File: src/verilog/mips_id_pkg.sv
package mips_id_pkg;

    localparam int DATA_W     = 32;
    localparam int REG_ADDR_W = 5;

    typedef logic [DATA_W-1:0]     data_t;
    typedef logic [REG_ADDR_W-1:0] reg_addr_t;

    localparam reg_addr_t NOP_REG = '0;    // destination of a cleared slot

    // primary opcodes, inst[31:26]
    localparam logic [5:0] OP_SPECIAL = 6'b000000;
    localparam logic [5:0] OP_ORI     = 6'b001101;
    localparam logic [5:0] OP_ANDI    = 6'b001100;
    localparam logic [5:0] OP_XORI    = 6'b001110;
    localparam logic [5:0] OP_LUI     = 6'b001111;
    localparam logic [5:0] OP_PREF    = 6'b110011;

    // function codes of SPECIAL, inst[5:0]
    localparam logic [5:0] FN_OR   = 6'b100101;
    localparam logic [5:0] FN_AND  = 6'b100100;
    localparam logic [5:0] FN_XOR  = 6'b100110;
    localparam logic [5:0] FN_NOR  = 6'b100111;
    localparam logic [5:0] FN_SLLV = 6'b000100;
    localparam logic [5:0] FN_SRLV = 6'b000110;
    localparam logic [5:0] FN_SRAV = 6'b000111;
    localparam logic [5:0] FN_SLL  = 6'b000000;
    localparam logic [5:0] FN_SRL  = 6'b000010;
    localparam logic [5:0] FN_SRA  = 6'b000011;
    localparam logic [5:0] FN_SYNC = 6'b001111;
    localparam logic [5:0] FN_MFHI = 6'b010000;
    localparam logic [5:0] FN_MFLO = 6'b010010;
    localparam logic [5:0] FN_MTHI = 6'b010001;
    localparam logic [5:0] FN_MTLO = 6'b010011;
    localparam logic [5:0] FN_MOVN = 6'b001011;
    localparam logic [5:0] FN_MOVZ = 6'b001010;

    typedef logic [7:0] aluop_t;
    typedef logic [2:0] alusel_t;

    localparam aluop_t ALUOP_NOP  = 8'b0000_0000;
    localparam aluop_t ALUOP_OR   = 8'b0010_0101;
    localparam aluop_t ALUOP_AND  = 8'b0010_0100;
    localparam aluop_t ALUOP_XOR  = 8'b0010_0110;
    localparam aluop_t ALUOP_NOR  = 8'b0010_0111;
    localparam aluop_t ALUOP_SLL  = 8'b0111_1100;
    localparam aluop_t ALUOP_SRL  = 8'b0000_0010;
    localparam aluop_t ALUOP_SRA  = 8'b0000_0011;
    localparam aluop_t ALUOP_MFHI = 8'b0001_0000;
    localparam aluop_t ALUOP_MFLO = 8'b0001_0010;
    localparam aluop_t ALUOP_MTHI = 8'b0001_0001;
    localparam aluop_t ALUOP_MTLO = 8'b0001_0011;
    localparam aluop_t ALUOP_MOVN = 8'b0000_1011;
    localparam aluop_t ALUOP_MOVZ = 8'b0000_1010;

    localparam alusel_t SEL_NOP   = 3'b000;
    localparam alusel_t SEL_LOGIC = 3'b001;
    localparam alusel_t SEL_SHIFT = 3'b010;
    localparam alusel_t SEL_MOVE  = 3'b011;

    typedef struct packed {
        logic      wreg;    // write pending in that stage
        reg_addr_t wd;
        data_t     wdata;
    } fwd_t;

    typedef struct packed {
        aluop_t    aluop;
        alusel_t   alusel;
        reg_addr_t wd;
        logic      wreg;
    } id_ctrl_t;

    typedef struct packed {
        id_ctrl_t ctrl;
        data_t    reg1;
        data_t    reg2;
    } id_ex_t;

endpackage

File: src/verilog/operand_fwd.sv
`timescale 1ns/1ps

module operand_fwd (
    input  logic                   read_i,       // port read enable from decode
    input  mips_id_pkg::reg_addr_t addr_i,
    input  mips_id_pkg::data_t     rf_data_i,
    input  mips_id_pkg::data_t     imm_i,
    input  mips_id_pkg::fwd_t      ex_fwd_i,     // youngest result
    input  mips_id_pkg::fwd_t      mem_fwd_i,
    output mips_id_pkg::data_t     operand_o
);

    logic ex_hit;
    logic mem_hit;

    // r0 gets no special treatment here
    assign ex_hit  = ex_fwd_i.wreg && (ex_fwd_i.wd == addr_i);
    assign mem_hit = mem_fwd_i.wreg && (mem_fwd_i.wd == addr_i);

    always_comb begin
        if (!read_i) begin
            operand_o = imm_i;                  // no register read, immediate operand
        end else if (ex_hit) begin
            operand_o = ex_fwd_i.wdata;         // EX wins over MEM
        end else if (mem_hit) begin
            operand_o = mem_fwd_i.wdata;
        end else begin
            operand_o = rf_data_i;
        end
    end

endmodule

File: src/verilog/id_decoder.sv
`timescale 1ns/1ps

module id_decoder (
    input  mips_id_pkg::data_t     inst_i,
    input  mips_id_pkg::data_t     reg2_val_i,     // rt operand after forwarding
    output logic                   reg1_read_o,
    output logic                   reg2_read_o,
    output mips_id_pkg::reg_addr_t reg1_addr_o,
    output mips_id_pkg::reg_addr_t reg2_addr_o,
    output mips_id_pkg::data_t     imm_o,
    output mips_id_pkg::id_ctrl_t  ctrl_o
);

    import mips_id_pkg::*;

    logic [5:0] op;
    logic [5:0] fn;
    logic [4:0] sa;
    reg_addr_t  rs;
    reg_addr_t  rt;
    reg_addr_t  rd;
    id_ctrl_t   dec;        // control before the movn/movz condition
    logic       is_movn;
    logic       is_movz;

    assign op = inst_i[31:26];
    assign rs = inst_i[25:21];
    assign rt = inst_i[20:16];
    assign rd = inst_i[15:11];
    assign sa = inst_i[10:6];
    assign fn = inst_i[5:0];

    always_comb begin
        dec.aluop   = ALUOP_NOP;
        dec.alusel  = SEL_NOP;
        dec.wd      = rd;
        dec.wreg    = 1'b0;
        reg1_read_o = 1'b0;
        reg2_read_o = 1'b0;
        reg1_addr_o = rs;
        reg2_addr_o = rt;
        imm_o       = '0;
        is_movn     = 1'b0;
        is_movz     = 1'b0;

        case (op)
            OP_SPECIAL: begin
                if (sa == 5'd0) begin          // R-type needs a zero sa field
                    case (fn)
                        FN_OR, FN_AND, FN_XOR, FN_NOR: begin
                            dec.wreg    = 1'b1;
                            dec.alusel  = SEL_LOGIC;
                            reg1_read_o = 1'b1;
                            reg2_read_o = 1'b1;
                        end
                        FN_SLLV, FN_SRLV, FN_SRAV: begin
                            dec.wreg    = 1'b1;
                            dec.alusel  = SEL_SHIFT;
                            reg1_read_o = 1'b1;    // shift amount from rs
                            reg2_read_o = 1'b1;
                        end
                        FN_SYNC: begin
                            reg2_read_o = 1'b1;    // rt read, value unused
                        end
                        FN_MFHI, FN_MFLO: begin
                            dec.wreg   = 1'b1;
                            dec.alusel = SEL_MOVE;
                        end
                        FN_MTHI, FN_MTLO: begin
                            dec.alusel  = SEL_MOVE;
                            reg1_read_o = 1'b1;
                        end
                        FN_MOVN, FN_MOVZ: begin
                            dec.alusel  = SEL_MOVE;
                            reg1_read_o = 1'b1;
                            reg2_read_o = 1'b1;
                            is_movn     = (fn == FN_MOVN);
                            is_movz     = (fn == FN_MOVZ);
                        end
                        default: begin
                        end
                    endcase

                    case (fn)
                        FN_OR:   dec.aluop = ALUOP_OR;
                        FN_AND:  dec.aluop = ALUOP_AND;
                        FN_XOR:  dec.aluop = ALUOP_XOR;
                        FN_NOR:  dec.aluop = ALUOP_NOR;
                        FN_SLLV: dec.aluop = ALUOP_SLL;
                        FN_SRLV: dec.aluop = ALUOP_SRL;
                        FN_SRAV: dec.aluop = ALUOP_SRA;
                        FN_MFHI: dec.aluop = ALUOP_MFHI;
                        FN_MFLO: dec.aluop = ALUOP_MFLO;
                        FN_MTHI: dec.aluop = ALUOP_MTHI;
                        FN_MTLO: dec.aluop = ALUOP_MTLO;
                        FN_MOVN: dec.aluop = ALUOP_MOVN;
                        FN_MOVZ: dec.aluop = ALUOP_MOVZ;
                        default: dec.aluop = ALUOP_NOP;
                    endcase
                end
            end
            OP_ORI, OP_ANDI, OP_XORI: begin
                dec.wreg    = 1'b1;
                dec.alusel  = SEL_LOGIC;
                dec.wd      = rt;
                reg1_read_o = 1'b1;
                imm_o       = {16'h0, inst_i[15:0]};    // zero extended
                if (op == OP_ORI) begin
                    dec.aluop = ALUOP_OR;
                end else if (op == OP_ANDI) begin
                    dec.aluop = ALUOP_AND;
                end else begin
                    dec.aluop = ALUOP_XOR;
                end
            end
            OP_LUI: begin
                dec.wreg    = 1'b1;
                dec.aluop   = ALUOP_OR;         // rs | (imm << 16)
                dec.alusel  = SEL_LOGIC;
                dec.wd      = rt;
                reg1_read_o = 1'b1;
                imm_o       = {inst_i[15:0], 16'h0};
            end
            OP_PREF: begin
                // prefetch hint, nothing to do in this core
            end
            default: begin
            end
        endcase

        // constant shifts only with opcode and rs both zero
        if (inst_i[31:21] == 11'd0 && (fn == FN_SLL || fn == FN_SRL || fn == FN_SRA)) begin
            dec.wreg    = 1'b1;
            dec.alusel  = SEL_SHIFT;
            dec.wd      = rd;
            reg1_read_o = 1'b0;                 // sa goes in through the immediate
            reg2_read_o = 1'b1;
            imm_o       = {{(DATA_W-5){1'b0}}, sa};
            if (fn == FN_SLL) begin
                dec.aluop = ALUOP_SLL;
            end else if (fn == FN_SRL) begin
                dec.aluop = ALUOP_SRL;
            end else begin
                dec.aluop = ALUOP_SRA;
            end
        end
    end

    // conditional moves look at the forwarded rt value
    always_comb begin
        ctrl_o = dec;
        if (is_movn) begin
            ctrl_o.wreg = (reg2_val_i != '0);
        end else if (is_movz) begin
            ctrl_o.wreg = (reg2_val_i == '0);
        end
    end

endmodule

File: src/verilog/id_ex_reg.sv
`timescale 1ns/1ps

module id_ex_reg (
    input  logic                clk,
    input  logic                arst_n_i,
    input  mips_id_pkg::id_ex_t d_i,
    output mips_id_pkg::id_ex_t q_o
);

    import mips_id_pkg::*;

    // loads every cycle, no stall input
    always_ff @(posedge clk or negedge arst_n_i) begin
        if (!arst_n_i) begin
            q_o.ctrl.aluop  <= ALUOP_NOP;
            q_o.ctrl.alusel <= SEL_NOP;
            q_o.ctrl.wd     <= NOP_REG;
            q_o.ctrl.wreg   <= 1'b0;      // bubble, nothing written back
            q_o.reg1        <= '0;
            q_o.reg2        <= '0;
        end else begin
            q_o <= d_i;
        end
    end

endmodule

File: src/verilog/id_stage.sv
`timescale 1ns/1ps

module id_stage (
    input  logic                   clk,
    input  logic                   arst_n_i,
    input  mips_id_pkg::data_t     inst_i,
    input  mips_id_pkg::data_t     reg1_data_i,    // register file port 1
    input  mips_id_pkg::data_t     reg2_data_i,    // register file port 2
    input  mips_id_pkg::fwd_t      ex_fwd_i,
    input  mips_id_pkg::fwd_t      mem_fwd_i,
    output logic                   reg1_read_o,
    output logic                   reg2_read_o,
    output mips_id_pkg::reg_addr_t reg1_addr_o,
    output mips_id_pkg::reg_addr_t reg2_addr_o,
    output mips_id_pkg::id_ex_t    id_ex_o
);

    import mips_id_pkg::*;

    data_t    imm;
    data_t    reg1_val;       // operands after forwarding
    data_t    reg2_val;
    id_ctrl_t ctrl;
    id_ex_t   id_ex_d;

    id_decoder id_decoder_inst (
        .inst_i      (inst_i),
        .reg2_val_i  (reg2_val),      // movn/movz condition
        .reg1_read_o (reg1_read_o),
        .reg2_read_o (reg2_read_o),
        .reg1_addr_o (reg1_addr_o),
        .reg2_addr_o (reg2_addr_o),
        .imm_o       (imm),
        .ctrl_o      (ctrl)
    );

    operand_fwd fwd1_inst (
        .read_i    (reg1_read_o),
        .addr_i    (reg1_addr_o),
        .rf_data_i (reg1_data_i),
        .imm_i     (imm),
        .ex_fwd_i  (ex_fwd_i),
        .mem_fwd_i (mem_fwd_i),
        .operand_o (reg1_val)
    );

    operand_fwd fwd2_inst (
        .read_i    (reg2_read_o),
        .addr_i    (reg2_addr_o),
        .rf_data_i (reg2_data_i),
        .imm_i     (imm),
        .ex_fwd_i  (ex_fwd_i),
        .mem_fwd_i (mem_fwd_i),
        .operand_o (reg2_val)
    );

    // bundle entering the ID/EX register
    assign id_ex_d = {ctrl, reg1_val, reg2_val};

    id_ex_reg id_ex_reg_inst (
        .clk      (clk),
        .arst_n_i (arst_n_i),
        .d_i      (id_ex_d),
        .q_o      (id_ex_o)
    );

endmodule

File: config.mk
export PLATFORM = sky130hd
export DESIGN_NAME = id_stage
export DESIGN_NICKNAME = d
export VERILOG_FILES = /design/src/verilog/mips_id_pkg.sv /design/src/verilog/operand_fwd.sv /design/src/verilog/id_decoder.sv /design/src/verilog/id_ex_reg.sv /design/src/verilog/id_stage.sv
export SDC_FILE = /design/constraint.sdc
export NUM_CORES = 1
export LEC_CHECK = 0
export ABC_AREA = 1
export BUFFER_PORTS_ARGS = -buffer_cell sky130_fd_sc_hd__clkbuf_2
export CAP_MARGIN = 20
export CORE_AREA = 10 10 121 123
export DETAILED_ROUTE_END_ITERATION = 10
export DIE_AREA = 0 0 131 133
export PLACE_DENSITY = 0.8
export SYNTH_ARGS = -nofsm -noshare
export SYNTH_HDL_FRONTEND = slang
export SYNTH_SLANG_ARGS = --single-unit
File: constraint.sdc
create_clock -name clk -period 2.3 [get_ports clk]
set_clock_uncertainty 0.1 [all_clocks]
set_input_delay 0.23 -clock clk [delete_from_list [all_inputs] [get_ports clk]]
set_output_delay 0.23 -clock clk [all_outputs]
set_load 0.01 [all_outputs]
==> flow_summary_export.csv <==
group,metric,value,unit
final_layout,nets,1303,
setup_path,critical_path_class,"in2out",
final_layout,drive_gt1_share,34.3,%
power,p_leak,4.73,nW
global_route,antenna_found_initial,0,
power,pwr-share-clk,40.7,%
final_layout,n_fill_cell,1173,
setup_path,cp.required,1.97,ns
logic_synthesis,synth_edf_count,0,
logic_synthesis,syn-cell-area,0.00535,sq mm
logic_synthesis,synth_top_family_by_area,"simple AND/OR/NAND/NOR gates",
logic_synthesis,ys_types,39,
logic_synthesis,synth_flop_cell,"dfrtp_1",
setup_path,cp_data_arrival_time,1.89,ns
route,viasPerCell,4.93,
min_path,min_path_type,"in2reg",
die,ioPinCount,267,
route,drt-total-wl,22200,um
route,first_pass_iters,5,
clock_tree,cts.clk_slew.worst_paths,0.07,ns
route,vias,6433,
timing,drv_slew,0,
global_route,grt_start_max_net_pins,79,
route,drt-initial-drc-count,579,
die,fp.coreArea,0.0124,sq mm
setup_path,cp_top_family,"simple AND/OR/NAND/NOR gates",
logic_synthesis,ys_ff_latch,78,
setup_path,slowest_stage,"a21oi_4",
route,routedWlPerCell,17.0,um
power,power.density,453,mW/mm^2
timing,relSlewSlack,34.5,%
logic_synthesis,synth_xor_area_share,0.654,%
timing,fin_crit_sh,96.6,%
die,fp.dieW,131,um
final_layout,fin_util,61.4,%
final_layout,reg_top3,"id_ex_reg_inst.q_o (78)",
power,p_int,2.41,mW
power,switching_share,29.8,%
die,die_y,133,um
setup_path,cp_cell_sequence,"clkbuf_2 > nor2_4 > nand3_2 > nor2_4 > nand3b_4 > buf_4 > nand2_1 > inv_1 > a21oi_4 > inv_1 > clkbuf_2",
clock_tree,post_cts_buffers,0,
power,irDropWorstVdd,0.262,mV
route,drc,0,
timing,fmax,450,MHz
timing,finalHoldViolCount,0,
placed_design,io_buffers,264,
logic_synthesis,syn-mean-instance-area,6.47,sq um
clock_tree,cts_tree,"yes",
die,num_rows,41,
setup_path,critPathLaunchType,"input pin",
final_layout,area_growth,41.7,%
global_route,grt_pass1_vias,6439,
logic_synthesis,yosys.area_share.simple,38.4,%
logic_synthesis,synth-seq-area-share,36.5,%
outcome,status,"complete, no violations",
logic_synthesis,async_flop_share,100,%
logic_synthesis,synthAdderAreaFrac,0,%
placed_design,dp_hpwl,18500,um
timing,worst_pin_slew,0.982,ns
clock_tree,cts_buffers,9,
global_route,grt_usage,25.2,%
placed_design,pre_cts_ws,-0.0544,ns
setup_path,critPathBufInv,5,
power,combPwrFrac,18.5,%
logic_synthesis,synthMuxAreaShare,0,%
clock_tree,cts-root-buf,"clkbuf_16",
global_route,use_met2,40.6,%
route,final_antenna_net_count,0,
setup_path,crit_path_end_kind,"output port",
final_layout,top_register,"id_ex_reg_inst.q_o",
logic_synthesis,synth_compound_area_share,10.9,%
final_layout,largest_reg_flops,78,
setup_path,cp_max_fo,7,
global_route,grt_use_met3,6.43,%
logic_synthesis,ys_warn_count,0,
timing,rsz0062_at_grt,"yes",
setup_path,max_stage_delay,0.32,ns
global_route,grt_use_met1,31.1,%
clock_tree,clock_sinks,78,
power,seq_power_share,40.8,%
placed_design,place.gp.congestion,0.948,
clock_tree,cts_htree_levels,3,
global_route,gr-max-usage-layer,"met2",
timing,post-route-min-period,2.22,ns
power,p_sw,1.02,mW
timing,fin_ws,0.0781,ns
clock_tree,cts_buffer_depth,2,
die,dieArea,0.0174,sq mm
die,start_util,43.3,%
global_route,grt_pass1_wl,34000,um
job,cap_violations,0,
logic_synthesis,syn_inst,828,
final_layout,diodes,0,
timing,setup_viol,0,
global_route,grt-ovfl-total,0,
cell usage in the layout (no fill, tap or decap), types with 2 or more instances in the layout:
cell type     n
a21oi_1       5
conb_1        2
nand2_1     244
inv_2         7
dfrtp_1      78
o21ai_1       2
o21ai_0      30
o211ai_1      8
a311oi_1     26
nor2_1      151
nor2_2        7
a221oi_1      3
or2_0         2
buf_12        7
o22ai_1       4
inv_6         3
clkbuf_2    263
or2_1         3
xor2_1        4
clkbuf_16     9
clkinvlp_4    2
nand3_2       4
buf_4        68
nand3_1      52
inv_1       106
or2_2         7
nor2_4        2
nand4_1       5
nor3_1       15
power by group through the flow:
stage / combinational, mW / sequential (mW) / clock, mW
floorplan: 0.262 / 1.44 / 0
global placement: 0.631 / 1.43 / 0
detailed placement: 0.630 / 1.43 / 0
CTS: 0.633 / 1.40 / 1.42
global route: 0.704 / 1.40 / 1.47
finish: 0.637 / 1.40 / 1.40
synth_stat cells, drive strengths merged (2+ instances only):
cell type | instances | area [sq um]
or2 | 12 | 75.1
a311oi | 26 | 228
dfrtp | 78 | 1950
inv | 113 | 424
xor2 | 4 | 35.0
clkinv | 2 | 8.75
buf | 31 | 221
o21ai | 33 | 169
o211ai | 8 | 60.1
clkbuf | 19 | 71.3
nand3 | 56 | 290
nor3 | 15 | 75.1
o22ai | 4 | 25.0
a21oi | 6 | 33.8
nand4 | 5 | 31.3
nand2 | 246 | 933
nor2 | 160 | 631
a221oi | 3 | 26.3
cell families after synthesis:
kind of cell	after synthesis
buffers and inverters	165
and+or+nand+nor	495
AOI/OAI and AO/OA	85
other	1
xor gates and xnor gates	4
DFF	78
final cells by class:
type	count	area, sq um	area share [%]
clock buffer	9	225	2.97
clock inverter	7	66.3	0.874
inverter	115	433	5.71
multi-input combinational	586	2720	35.8
sequential	78	1950	25.7
tap	172	215	2.84
timing repair buffer	339	1980	26.1
metal layers:
metal | part of all wire (%) | vias to the layer above
met2 | 48 | 296
met5 | 0 | -
met1 | 41 | 2906
met4 | 2.9 | 0
li1 | - | 3191
met3 | 9.0 | 40
metrics by stage:
step | hold slack [ns] | cell area (sq um) | instances | TNS (ns) | total power, mW
after floorplan | -0.166 | 5360 | 829 | 0 | 1.70
after global placement | 0.352 | 7280 | 1289 | -0.0538 | 2.06
after detailed placement | 0.356 | 7280 | 1289 | -0.0544 | 2.06
after CTS | 0.00890 | 7580 | 1306 | 0 | 3.46
after global routing | 0.0344 | 7590 | 1306 | -0.0167 | 3.58
final | 0.0129 | 7590 | 1306 | 0 | 3.44
path summary, 6_finish.rpt:
path / start / endpoint / cells past startpoint
max: inst_i[5] / reg1_read_o / 11
min: reg1_data_i[18] / id_ex_reg_inst.q_o[50]$_DFF_PN0_ / 3
max in group asynchronous: arst_n_i / id_ex_reg_inst.q_o[69]$_DFF_PN0_ / 2
min in group asynchronous: arst_n_i / id_ex_reg_inst.q_o[24]$_DFF_PN0_ / 2
what timing repair did:
item | CTS | global route
setup endpoints to repair | 0 | 2
endpoints found under the hold margin | 78 | 0
resized for setup | 0 | 2
hold buffers | 1 | 0
No activity file was read; power rests on OpenSTA's default activity.
